$ cat config.mk
export PLATFORM = sky130hd
export DESIGN_NAME = scope_display_top
export DESIGN_NICKNAME = d
export VERILOG_FILES = /design/src/scope_pkg.sv /design/src/scope_display_top.sv /design/src/trace_overlay.sv /design/src/sample_measure.sv /design/src/trace_buffer.sv /design/src/video_timing.sv
export SDC_FILE = /design/constraint.sdc
export NUM_CORES = 1
export LEC_CHECK = 0
export BUFFER_PORTS_ARGS = -buffer_cell sky130_fd_sc_hd__buf_2
export CAP_MARGIN = 5
export CORE_ASPECT_RATIO = 0.9
export CORE_UTILIZATION = 48
export CTS_BUF_LIST = sky130_fd_sc_hd__clkbuf_16
export DETAILED_ROUTE_END_ITERATION = 16
export PLACE_DENSITY = 0.74
export SYNTH_ARGS = -nofsm -noshare
export SYNTH_HDL_FRONTEND = slang
export SYNTH_SLANG_ARGS = --single-unit
$ cat constraint.sdc
create_clock -name cfg_clk -period 6.8 [get_ports cfg_clk]
set_input_delay 0.68 -clock cfg_clk [delete_from_list [all_inputs] [get_ports cfg_clk]]
set_output_delay 0.68 -clock cfg_clk [all_outputs]
set_load 0.01 [all_outputs]
$ cat src/scope_pkg.sv
`default_nettype none

package scope_pkg;

    // raster timing, 64x64 active
    localparam int H_ACT   = 64;
    localparam int H_FP    = 4;
    localparam int H_SYNC  = 4;
    localparam int H_BP    = 8;
    localparam int H_TOTAL = H_ACT + H_FP + H_SYNC + H_BP;  // 80 clocks per line

    localparam int V_ACT   = 64;
    localparam int V_FP    = 2;
    localparam int V_SYNC  = 2;
    localparam int V_BP    = 4;
    localparam int V_TOTAL = V_ACT + V_FP + V_SYNC + V_BP;  // 72 lines per frame

    localparam int COORD_W = 7;
    localparam int BUF_AW  = $clog2(H_ACT);  // trace buffer address bits

    // measurement
    localparam int SAMPLE_W    = 8;
    localparam int MID_LEVEL   = 128;  // crossing threshold
    localparam int MEAS_WINDOW = 256;
    localparam int CNT_W       = 9;

    // drawing
    localparam int GRID_STEP = 16;
    localparam int ROW_SHIFT = 2;  // 256 levels onto 64 rows

    // rgb565 colours
    localparam logic [15:0] COLOR_GRID  = 16'h8410;  // grey
    localparam logic [15:0] COLOR_TRACE = 16'hFFE0;  // yellow
    localparam logic [15:0] COLOR_BG    = 16'h0000;  // black
    localparam logic [15:0] COLOR_MAIN  = 16'h0010;  // dark blue

    typedef logic [SAMPLE_W-1:0] sample_t;
    typedef logic [COORD_W-1:0]  coord_t;
    typedef logic [15:0]         pixel_t;

    // raw raster position and sync
    typedef struct packed {
        logic   vs;
        logic   hs;
        logic   de;
        coord_t x;
        coord_t y;
    } timing_t;

    // composed video word
    typedef struct packed {
        logic   vs;
        logic   hs;
        logic   de;
        pixel_t rgb;
    } video_t;

    // one window of results
    typedef struct packed {
        sample_t            max;
        sample_t            min;
        logic [CNT_W-1:0]   crossings;
    } meas_t;

    typedef enum logic {
        PAGE_MAIN = 1'b0,
        PAGE_WAVE = 1'b1
    } page_t;

endpackage

`default_nettype wire
$ cat src/scope_display_top.sv
`timescale 1ns/1ps
`default_nettype none

module scope_display_top (
    input  wire                 cfg_clk,
    input  wire                 i_reset,
    input  logic                i_sample_valid,
    input  scope_pkg::sample_t  i_sample,
    input  logic                i_freeze,
    input  scope_pkg::page_t    i_page,
    output scope_pkg::video_t   o_video,
    output scope_pkg::meas_t    o_meas,
    output logic                o_meas_valid
);

    import scope_pkg::*;

    timing_t timing;
    coord_t  rd_addr;
    sample_t rd_sample;

    video_timing u_video_timing (
        .cfg_clk        (cfg_clk),
        .i_reset        (i_reset),
        .o_timing       (timing)
    );

    trace_buffer u_trace_buffer (
        .cfg_clk        (cfg_clk),
        .i_reset        (i_reset),
        .i_sample_valid (i_sample_valid),
        .i_sample       (i_sample),
        .i_freeze       (i_freeze),
        .i_rd_addr      (rd_addr),
        .o_rd_sample    (rd_sample)
    );

    trace_overlay u_trace_overlay (
        .cfg_clk        (cfg_clk),
        .i_reset        (i_reset),
        .i_timing       (timing),
        .i_page         (i_page),
        .o_rd_addr      (rd_addr),
        .i_rd_sample    (rd_sample),
        .o_video        (o_video)
    );

    // runs beside the video chain on the same stream
    sample_measure u_sample_measure (
        .cfg_clk        (cfg_clk),
        .i_reset        (i_reset),
        .i_sample_valid (i_sample_valid),
        .i_sample       (i_sample),
        .o_meas         (o_meas),
        .o_meas_valid   (o_meas_valid)
    );

endmodule

`default_nettype wire

$ cat src/trace_overlay.sv
`timescale 1ns/1ps
`default_nettype none

module trace_overlay (
    input  wire                 cfg_clk,
    input  wire                 i_reset,
    input  scope_pkg::timing_t  i_timing,
    input  scope_pkg::page_t    i_page,
    output scope_pkg::coord_t   o_rd_addr,
    input  scope_pkg::sample_t  i_rd_sample,
    output scope_pkg::video_t   o_video
);

    import scope_pkg::*;

    timing_t tim_q;  // timing aligned with buffer read data
    page_t   page_q;
    sample_t inv_sample;
    coord_t  trace_row;
    logic    on_grid;
    video_t  video_d;

    assign o_rd_addr = i_timing.x;  // column lookup

    // stage 1, wait for the buffer read
    always_ff @(posedge cfg_clk)
    begin
        if (i_reset)
        begin
            tim_q  <= '0;
            page_q <= PAGE_MAIN;
        end
        else
        begin
            tim_q  <= i_timing;
            page_q <= i_page;
        end
    end

    always_comb
    begin
        // top of screen is full scale
        inv_sample = sample_t'(255) - i_rd_sample;
        trace_row  = coord_t'(inv_sample >> ROW_SHIFT);
        on_grid    = ((tim_q.x % coord_t'(GRID_STEP)) == '0) ||
                     ((tim_q.y % coord_t'(GRID_STEP)) == '0);

        video_d.vs = tim_q.vs;
        video_d.hs = tim_q.hs;
        video_d.de = tim_q.de;
        if (!tim_q.de)
        begin
            video_d.rgb = '0;  // blanking is black
        end
        else if (page_q == PAGE_MAIN)
        begin
            video_d.rgb = COLOR_MAIN;
        end
        else if (tim_q.y == trace_row)
        begin
            video_d.rgb = COLOR_TRACE;  // trace drawn over grid
        end
        else if (on_grid)
        begin
            video_d.rgb = COLOR_GRID;
        end
        else
        begin
            video_d.rgb = COLOR_BG;
        end
    end

    // stage 2, colour and sync leave together
    always_ff @(posedge cfg_clk)
    begin
        if (i_reset)
        begin
            o_video <= '0;
        end
        else
        begin
            o_video <= video_d;
        end
    end

    // every active column has a slot in the trace buffer
    a_active_column: assert property (
        @(posedge cfg_clk) disable iff (i_reset)
        i_timing.de |-> (i_timing.x < coord_t'(H_ACT))
    );

endmodule

`default_nettype wire

$ cat src/sample_measure.sv
`timescale 1ns/1ps
`default_nettype none

module sample_measure (
    input  wire                 cfg_clk,
    input  wire                 i_reset,
    input  logic                i_sample_valid,
    input  scope_pkg::sample_t  i_sample,
    output scope_pkg::meas_t    o_meas,
    output logic                o_meas_valid
);

    import scope_pkg::*;

    logic [CNT_W-1:0] win_cnt;  // samples seen in this window
    sample_t          prev_sample;
    sample_t          run_max;
    sample_t          run_min;
    logic [CNT_W-1:0] run_cross;

    logic             rising;
    sample_t          nxt_max;
    sample_t          nxt_min;
    logic [CNT_W-1:0] nxt_cross;

    always_comb
    begin
        rising = (i_sample >= sample_t'(MID_LEVEL)) && (prev_sample < sample_t'(MID_LEVEL));
        if (win_cnt == '0)
        begin
            // first sample of a window reseeds
            nxt_max   = i_sample;
            nxt_min   = i_sample;
            nxt_cross = CNT_W'(rising);
        end
        else
        begin
            nxt_max   = (i_sample > run_max) ? i_sample : run_max;
            nxt_min   = (i_sample < run_min) ? i_sample : run_min;
            nxt_cross = run_cross + CNT_W'(rising);
        end
    end

    // running values, seeded at window start
    always_ff @(posedge cfg_clk)
    begin
        if (i_sample_valid)
        begin
            run_max   <= nxt_max;
            run_min   <= nxt_min;
            run_cross <= nxt_cross;
        end
    end

    always_ff @(posedge cfg_clk)
    begin
        if (i_reset)
        begin
            win_cnt      <= '0;
            prev_sample  <= '0;
            o_meas       <= '0;
            o_meas_valid <= 1'b0;
        end
        else
        begin
            o_meas_valid <= 1'b0;
            if (i_sample_valid)
            begin
                prev_sample <= i_sample;  // carries across windows
                if (win_cnt == CNT_W'(MEAS_WINDOW - 1))
                begin
                    win_cnt          <= '0;
                    o_meas.max       <= nxt_max;
                    o_meas.min       <= nxt_min;
                    o_meas.crossings <= nxt_cross;
                    o_meas_valid     <= 1'b1;
                end
                else
                begin
                    win_cnt <= win_cnt + 1'b1;
                end
            end
        end
    end

    a_win_range: assert property (
        @(posedge cfg_clk) disable iff (i_reset)
        win_cnt < CNT_W'(MEAS_WINDOW)
    );

    a_valid_pulse: assert property (
        @(posedge cfg_clk) disable iff (i_reset)
        o_meas_valid |=> !o_meas_valid
    );

endmodule

`default_nettype wire

$ cat src/trace_buffer.sv
`timescale 1ns/1ps
`default_nettype none

module trace_buffer (
    input  wire                 cfg_clk,
    input  wire                 i_reset,
    input  logic                i_sample_valid,
    input  scope_pkg::sample_t  i_sample,
    input  logic                i_freeze,
    input  scope_pkg::coord_t   i_rd_addr,
    output scope_pkg::sample_t  o_rd_sample
);

    import scope_pkg::*;

    sample_t mem [H_ACT];  // one sample per screen column
    coord_t  wr_ptr;
    logic    wr_en;

    // freeze holds the capture on screen
    assign wr_en = i_sample_valid && !i_freeze && !i_reset;

    always_ff @(posedge cfg_clk)
    begin
        if (i_reset)
        begin
            wr_ptr <= '0;
        end
        else if (wr_en)
        begin
            if (wr_ptr == coord_t'(H_ACT - 1))
            begin
                wr_ptr <= '0;  // round robin
            end
            else
            begin
                wr_ptr <= wr_ptr + 1'b1;
            end
        end
    end

    always_ff @(posedge cfg_clk)
    begin
        if (wr_en)
        begin
            mem[wr_ptr[BUF_AW-1:0]] <= i_sample;
        end
    end

    // column read, data one cycle later
    always_ff @(posedge cfg_clk)
    begin
        o_rd_sample <= mem[i_rd_addr[BUF_AW-1:0]];  // blanking columns alias, unused
    end

    a_ptr_range: assert property (
        @(posedge cfg_clk) disable iff (i_reset)
        wr_ptr <= coord_t'(H_ACT - 1)
    );

endmodule

`default_nettype wire

$ cat src/video_timing.sv
`timescale 1ns/1ps
`default_nettype none

module video_timing (
    input  wire                 cfg_clk,
    input  wire                 i_reset,
    output scope_pkg::timing_t  o_timing
);

    import scope_pkg::*;

    coord_t h_cnt;  // pixel within line
    coord_t v_cnt;  // line within frame

    always_ff @(posedge cfg_clk)
    begin
        if (i_reset)
        begin
            h_cnt <= '0;
            v_cnt <= '0;
        end
        else if (h_cnt == coord_t'(H_TOTAL - 1))
        begin
            h_cnt <= '0;
            if (v_cnt == coord_t'(V_TOTAL - 1))
            begin
                v_cnt <= '0;  // frame wrap
            end
            else
            begin
                v_cnt <= v_cnt + 1'b1;
            end
        end
        else
        begin
            h_cnt <= h_cnt + 1'b1;
        end
    end

    // sync and enable straight from the counters
    always_comb
    begin
        o_timing.de = (h_cnt < coord_t'(H_ACT)) && (v_cnt < coord_t'(V_ACT));
        o_timing.hs = (h_cnt >= coord_t'(H_ACT + H_FP)) &&
                      (h_cnt <  coord_t'(H_ACT + H_FP + H_SYNC));
        // vs spans whole lines
        o_timing.vs = (v_cnt >= coord_t'(V_ACT + V_FP)) &&
                      (v_cnt <  coord_t'(V_ACT + V_FP + V_SYNC));
        o_timing.x  = h_cnt;
        o_timing.y  = v_cnt;
    end

    // vsync only moves at the start of a line
    a_vs_line_start: assert property (
        @(posedge cfg_clk) disable iff (i_reset)
        $changed(o_timing.vs) |-> (o_timing.x == '0)
    );

    // hsync sits in horizontal blanking only
    a_hs_not_de: assert property (
        @(posedge cfg_clk) disable iff (i_reset)
        !(o_timing.hs && o_timing.de)
    );

endmodule

`default_nettype wire

==> reports/metrics.csv <==
metric;value;unit
EDFF count, synth;409;
part of the power in the clock network;40.9;%
Required @ worst endpoint;7100;ps
Overflow after GRT;0;
final antenna-violating net count;0;
number of setup violations in the final report;0;
busiest grt layer;met2;
HPWL Detailed;27180;um
routability cong.;0.8776;
Seq/Total Area, Yosys;70.23;%
post-CTS sizing;0;
fill cell count;3165;
HP Class;in -> reg;
Synth area leader;edfxtp_1;
Tot GR Track Use;20.93;%
hold path endpoint;u_trace_overlay.page_q;
Clk pin slew, worst setup/hold paths;60;ps
reg-to-reg critical path endpoint;u_sample_measure.run_min[0];
1st-iter DRT viols;1284;
Switching Share;21.33;%
postcts setup bufs;0;
mapped cell area;19880;um2
reg2reg path depth;7;
Crit. End Element;flop;
critical path class;reg -> reg;
share of cells above drive strength 1;19.32;%
outcome;finished clean;
Post-Route Setup TNS;0;ps
Core ar.;40730;um2
Fmax;0.2997;GHz
Synth area leaders;edfxtp_1 62%, mux4_2 11%, dfxtp_1 8.5%;
Starting Density;48.82;%
Die Y;195.1;um
Net Switching;1.339;mW
Die X;216.5;um
Post-Route WL;44000;um
Diodes inserted;0;
nets@finish;1301;
row cnt;70;
Seq cells post-synth;493;
Slew HR;20.85;%
initial antenna violation count;0;
Final period util;49.07;%
ys flop type;edfxtp_1;
reg2reg setup slack;3460;ps
Area Overhead vs Synth;10.89;%
maximum VDD drop;226.8;uV
Final Slew Violations;0;
pwr dens;284.8;nW/um2
Synth Warn #;0;
Layout Utilization;54.14;%
leakage power;7.099;nW
Root Buffer;clkbuf_16;
routing usage on met3;3.458;%
first-pass GRT wire length;66630;um
placed cell area;20550;um2
first drt pass iteration count;5;
CTS sink cnt;493;
unrepaired setup endpoints after global routing;false;
WP data arrival;3630;ps
crit path max fanout;16;
post-synthesis cell type count;68;
hold path cells;2;
hold buffer count at cts;0;
post-synthesis instance total;1226;
IO Port Bufs;53;
met2 usage;32.19;%
via count;11190;
share of power burned in registers;53.2;%
wire length per cell;23.93;um
largest net degree at the start of global routing;70;
vias per inst;6.085;
CTS tree;built;
Logic pwr share;5.9;%
internal power;4.940;mW
max-cap violations;0;
Final Hold Fails;0;
Longest Clk Path Bufs;3;
Worst Skew;16.10;ps
reg2reg start;u_sample_measure.win_cnt[0];
CTS H-tree lvls;2;
final instance area;22050;um2
min-delay src;i_page;
Mapped Avg Cell Area;16.22;um2
min cycle time layout;3336;ps
top-level I/O count;58;
async set-or-reset flop fraction in the synthesized netlist;0;%
die area;42240;um2
Setup crit start kind;flop;
Num CTS Buffers;45;
GR Layer Usage met1;30.83;%
worst skew pair latency;560;ps
vias in the first global route;10860;
Synth top area share;61.77;%
post-route DRC violation count;0;
Least-Margin Pin Slew;1185;ps
==> worst max-delay path, stage by stage (launching register included) <==
cell and delay [ps]:
dfxtp_1 340, inv_1 90, ha_1 160, nor4b_1 390, nand2_1 440, o21ai_1 640
or2_1 640, mux2_1 390
==> per-layer routing <==
metal	wire, um	up-vias
li1	-	4885
met1	18610	5690
met2	20420	525
met3	3821	91
met4	1151	0
met5	0	-
==> power by group through the flow <==
stage	clock [mW]	sequential (mW)	combinational, mW
2_1_floorplan	0	3.38	0.266
3_3_place_gp	0	3.40	0.361
3_5_place_dp	0	3.41	0.370
4_1_cts	2.59	3.34	0.372
5_1_grt	2.69	3.34	0.401
6_report	2.57	3.34	0.373
==> flip-flops by register name, summed over array words and instances, names as in the netlist, 7 cells and up <==
signal                      flops
u_trace_buffer.mem            384
u_sample_measure.o_meas        25
u_trace_overlay.tim_q          14
u_sample_measure.run_cross      9
u_sample_measure.win_cnt        9
u_sample_measure.run_max        8
u_sample_measure.run_min        8
u_trace_buffer.wr_ptr           7
u_video_timing.h_cnt            7
u_video_timing.v_cnt            7
==> per-stage QoR <==
step	hold WS, ps	setup slack [ps]	instances	total power [mW]
global placement	423.0	3394	1759	3.765
detailed placement	429.6	3305	1759	3.776
floorplan	413.8	4289	1229	3.642
global route	368.4	3241	1839	6.434
finish	331.0	3464	1839	6.279
CTS	316.1	3563	1839	6.301
==> cell usage in the layout (no fill, tap or decap), types with 18 or more instances in the layout <==
master,n
buf_4,18
a22oi_1,25
mux4_2,93
o21ai_0,19
nor2b_1,22
inv_1,32
edfxtp_1,409
nor2_1,124
clkbuf_16,48
buf_2,53
nor3_1,19
dfxtp_1,81
a21oi_1,36
ha_1,22
nand2_1,47
==> cell usage after synthesis, drive strengths merged (5+ instances only) <==
library cell and count:
edfxtp 409, nor2 126, mux4 93, dfxtp 84, buf 52, nand2 47
a21oi 36, o21ai 33, clkbuf 30, a22oi 25, inv 23, nor2b 23
ha 22, nor3 20, nand3 16, nand4 15, nor4 13, a211oi 12
xor2 12, xnor2 11, o31ai 10, a2111oi 9, mux2 9, mux2i 9
or3 9, a41oi 8, o41ai 7, a221oi 6, nand2b 6, o22ai 6
nor3b 5
==> worst max-delay path by stage <==
| stage | from | slack (ps) | to |
|---|---|---|---|
| after floorplan | i_sample[5] | 4290 | u_sample_measure.run_min[0] |
| after detailed placement | i_sample[6] | 3300 | u_sample_measure.run_min[0] |
| after CTS | u_sample_measure.win_cnt[0] | 3560 | u_sample_measure.run_min[0] |
| after global routing | u_sample_measure.win_cnt[0] | 3240 | u_sample_measure.run_min[0] |
| final | u_sample_measure.win_cnt[0] | 3460 | u_sample_measure.run_min[0] |
| after global placement | i_sample[6] | 3390 | u_sample_measure.run_min[0] |
==> cell families after synthesis <==
group / count (synthesis) / synth area share (%)
AOI/OAI and AO/OA: 169 / 5.884
and+or+nand+nor: 300 / 7.237
xor gates and xnor gates: 23 / 1.013
DFF: 493 / 70.23
muxes: 111 / 11.50
other: 1 / 0.01886
buffers and inverters: 107 / 2.731
adders and majority gates: 22 / 1.384
==> area by class of cell <==
cell class	instances	area, um2	area share (%)
repair buffers	72	420.4	1.907
clock buffers	48	1201	5.448
clock inverters	32	292.8	1.328
multi-input cells	629	5391	24.45
well taps	540	675.6	3.065
inverters	25	93.84	0.4256
flip-flops and latches	493	13970	63.37
(Power assumes the default switching activity.)
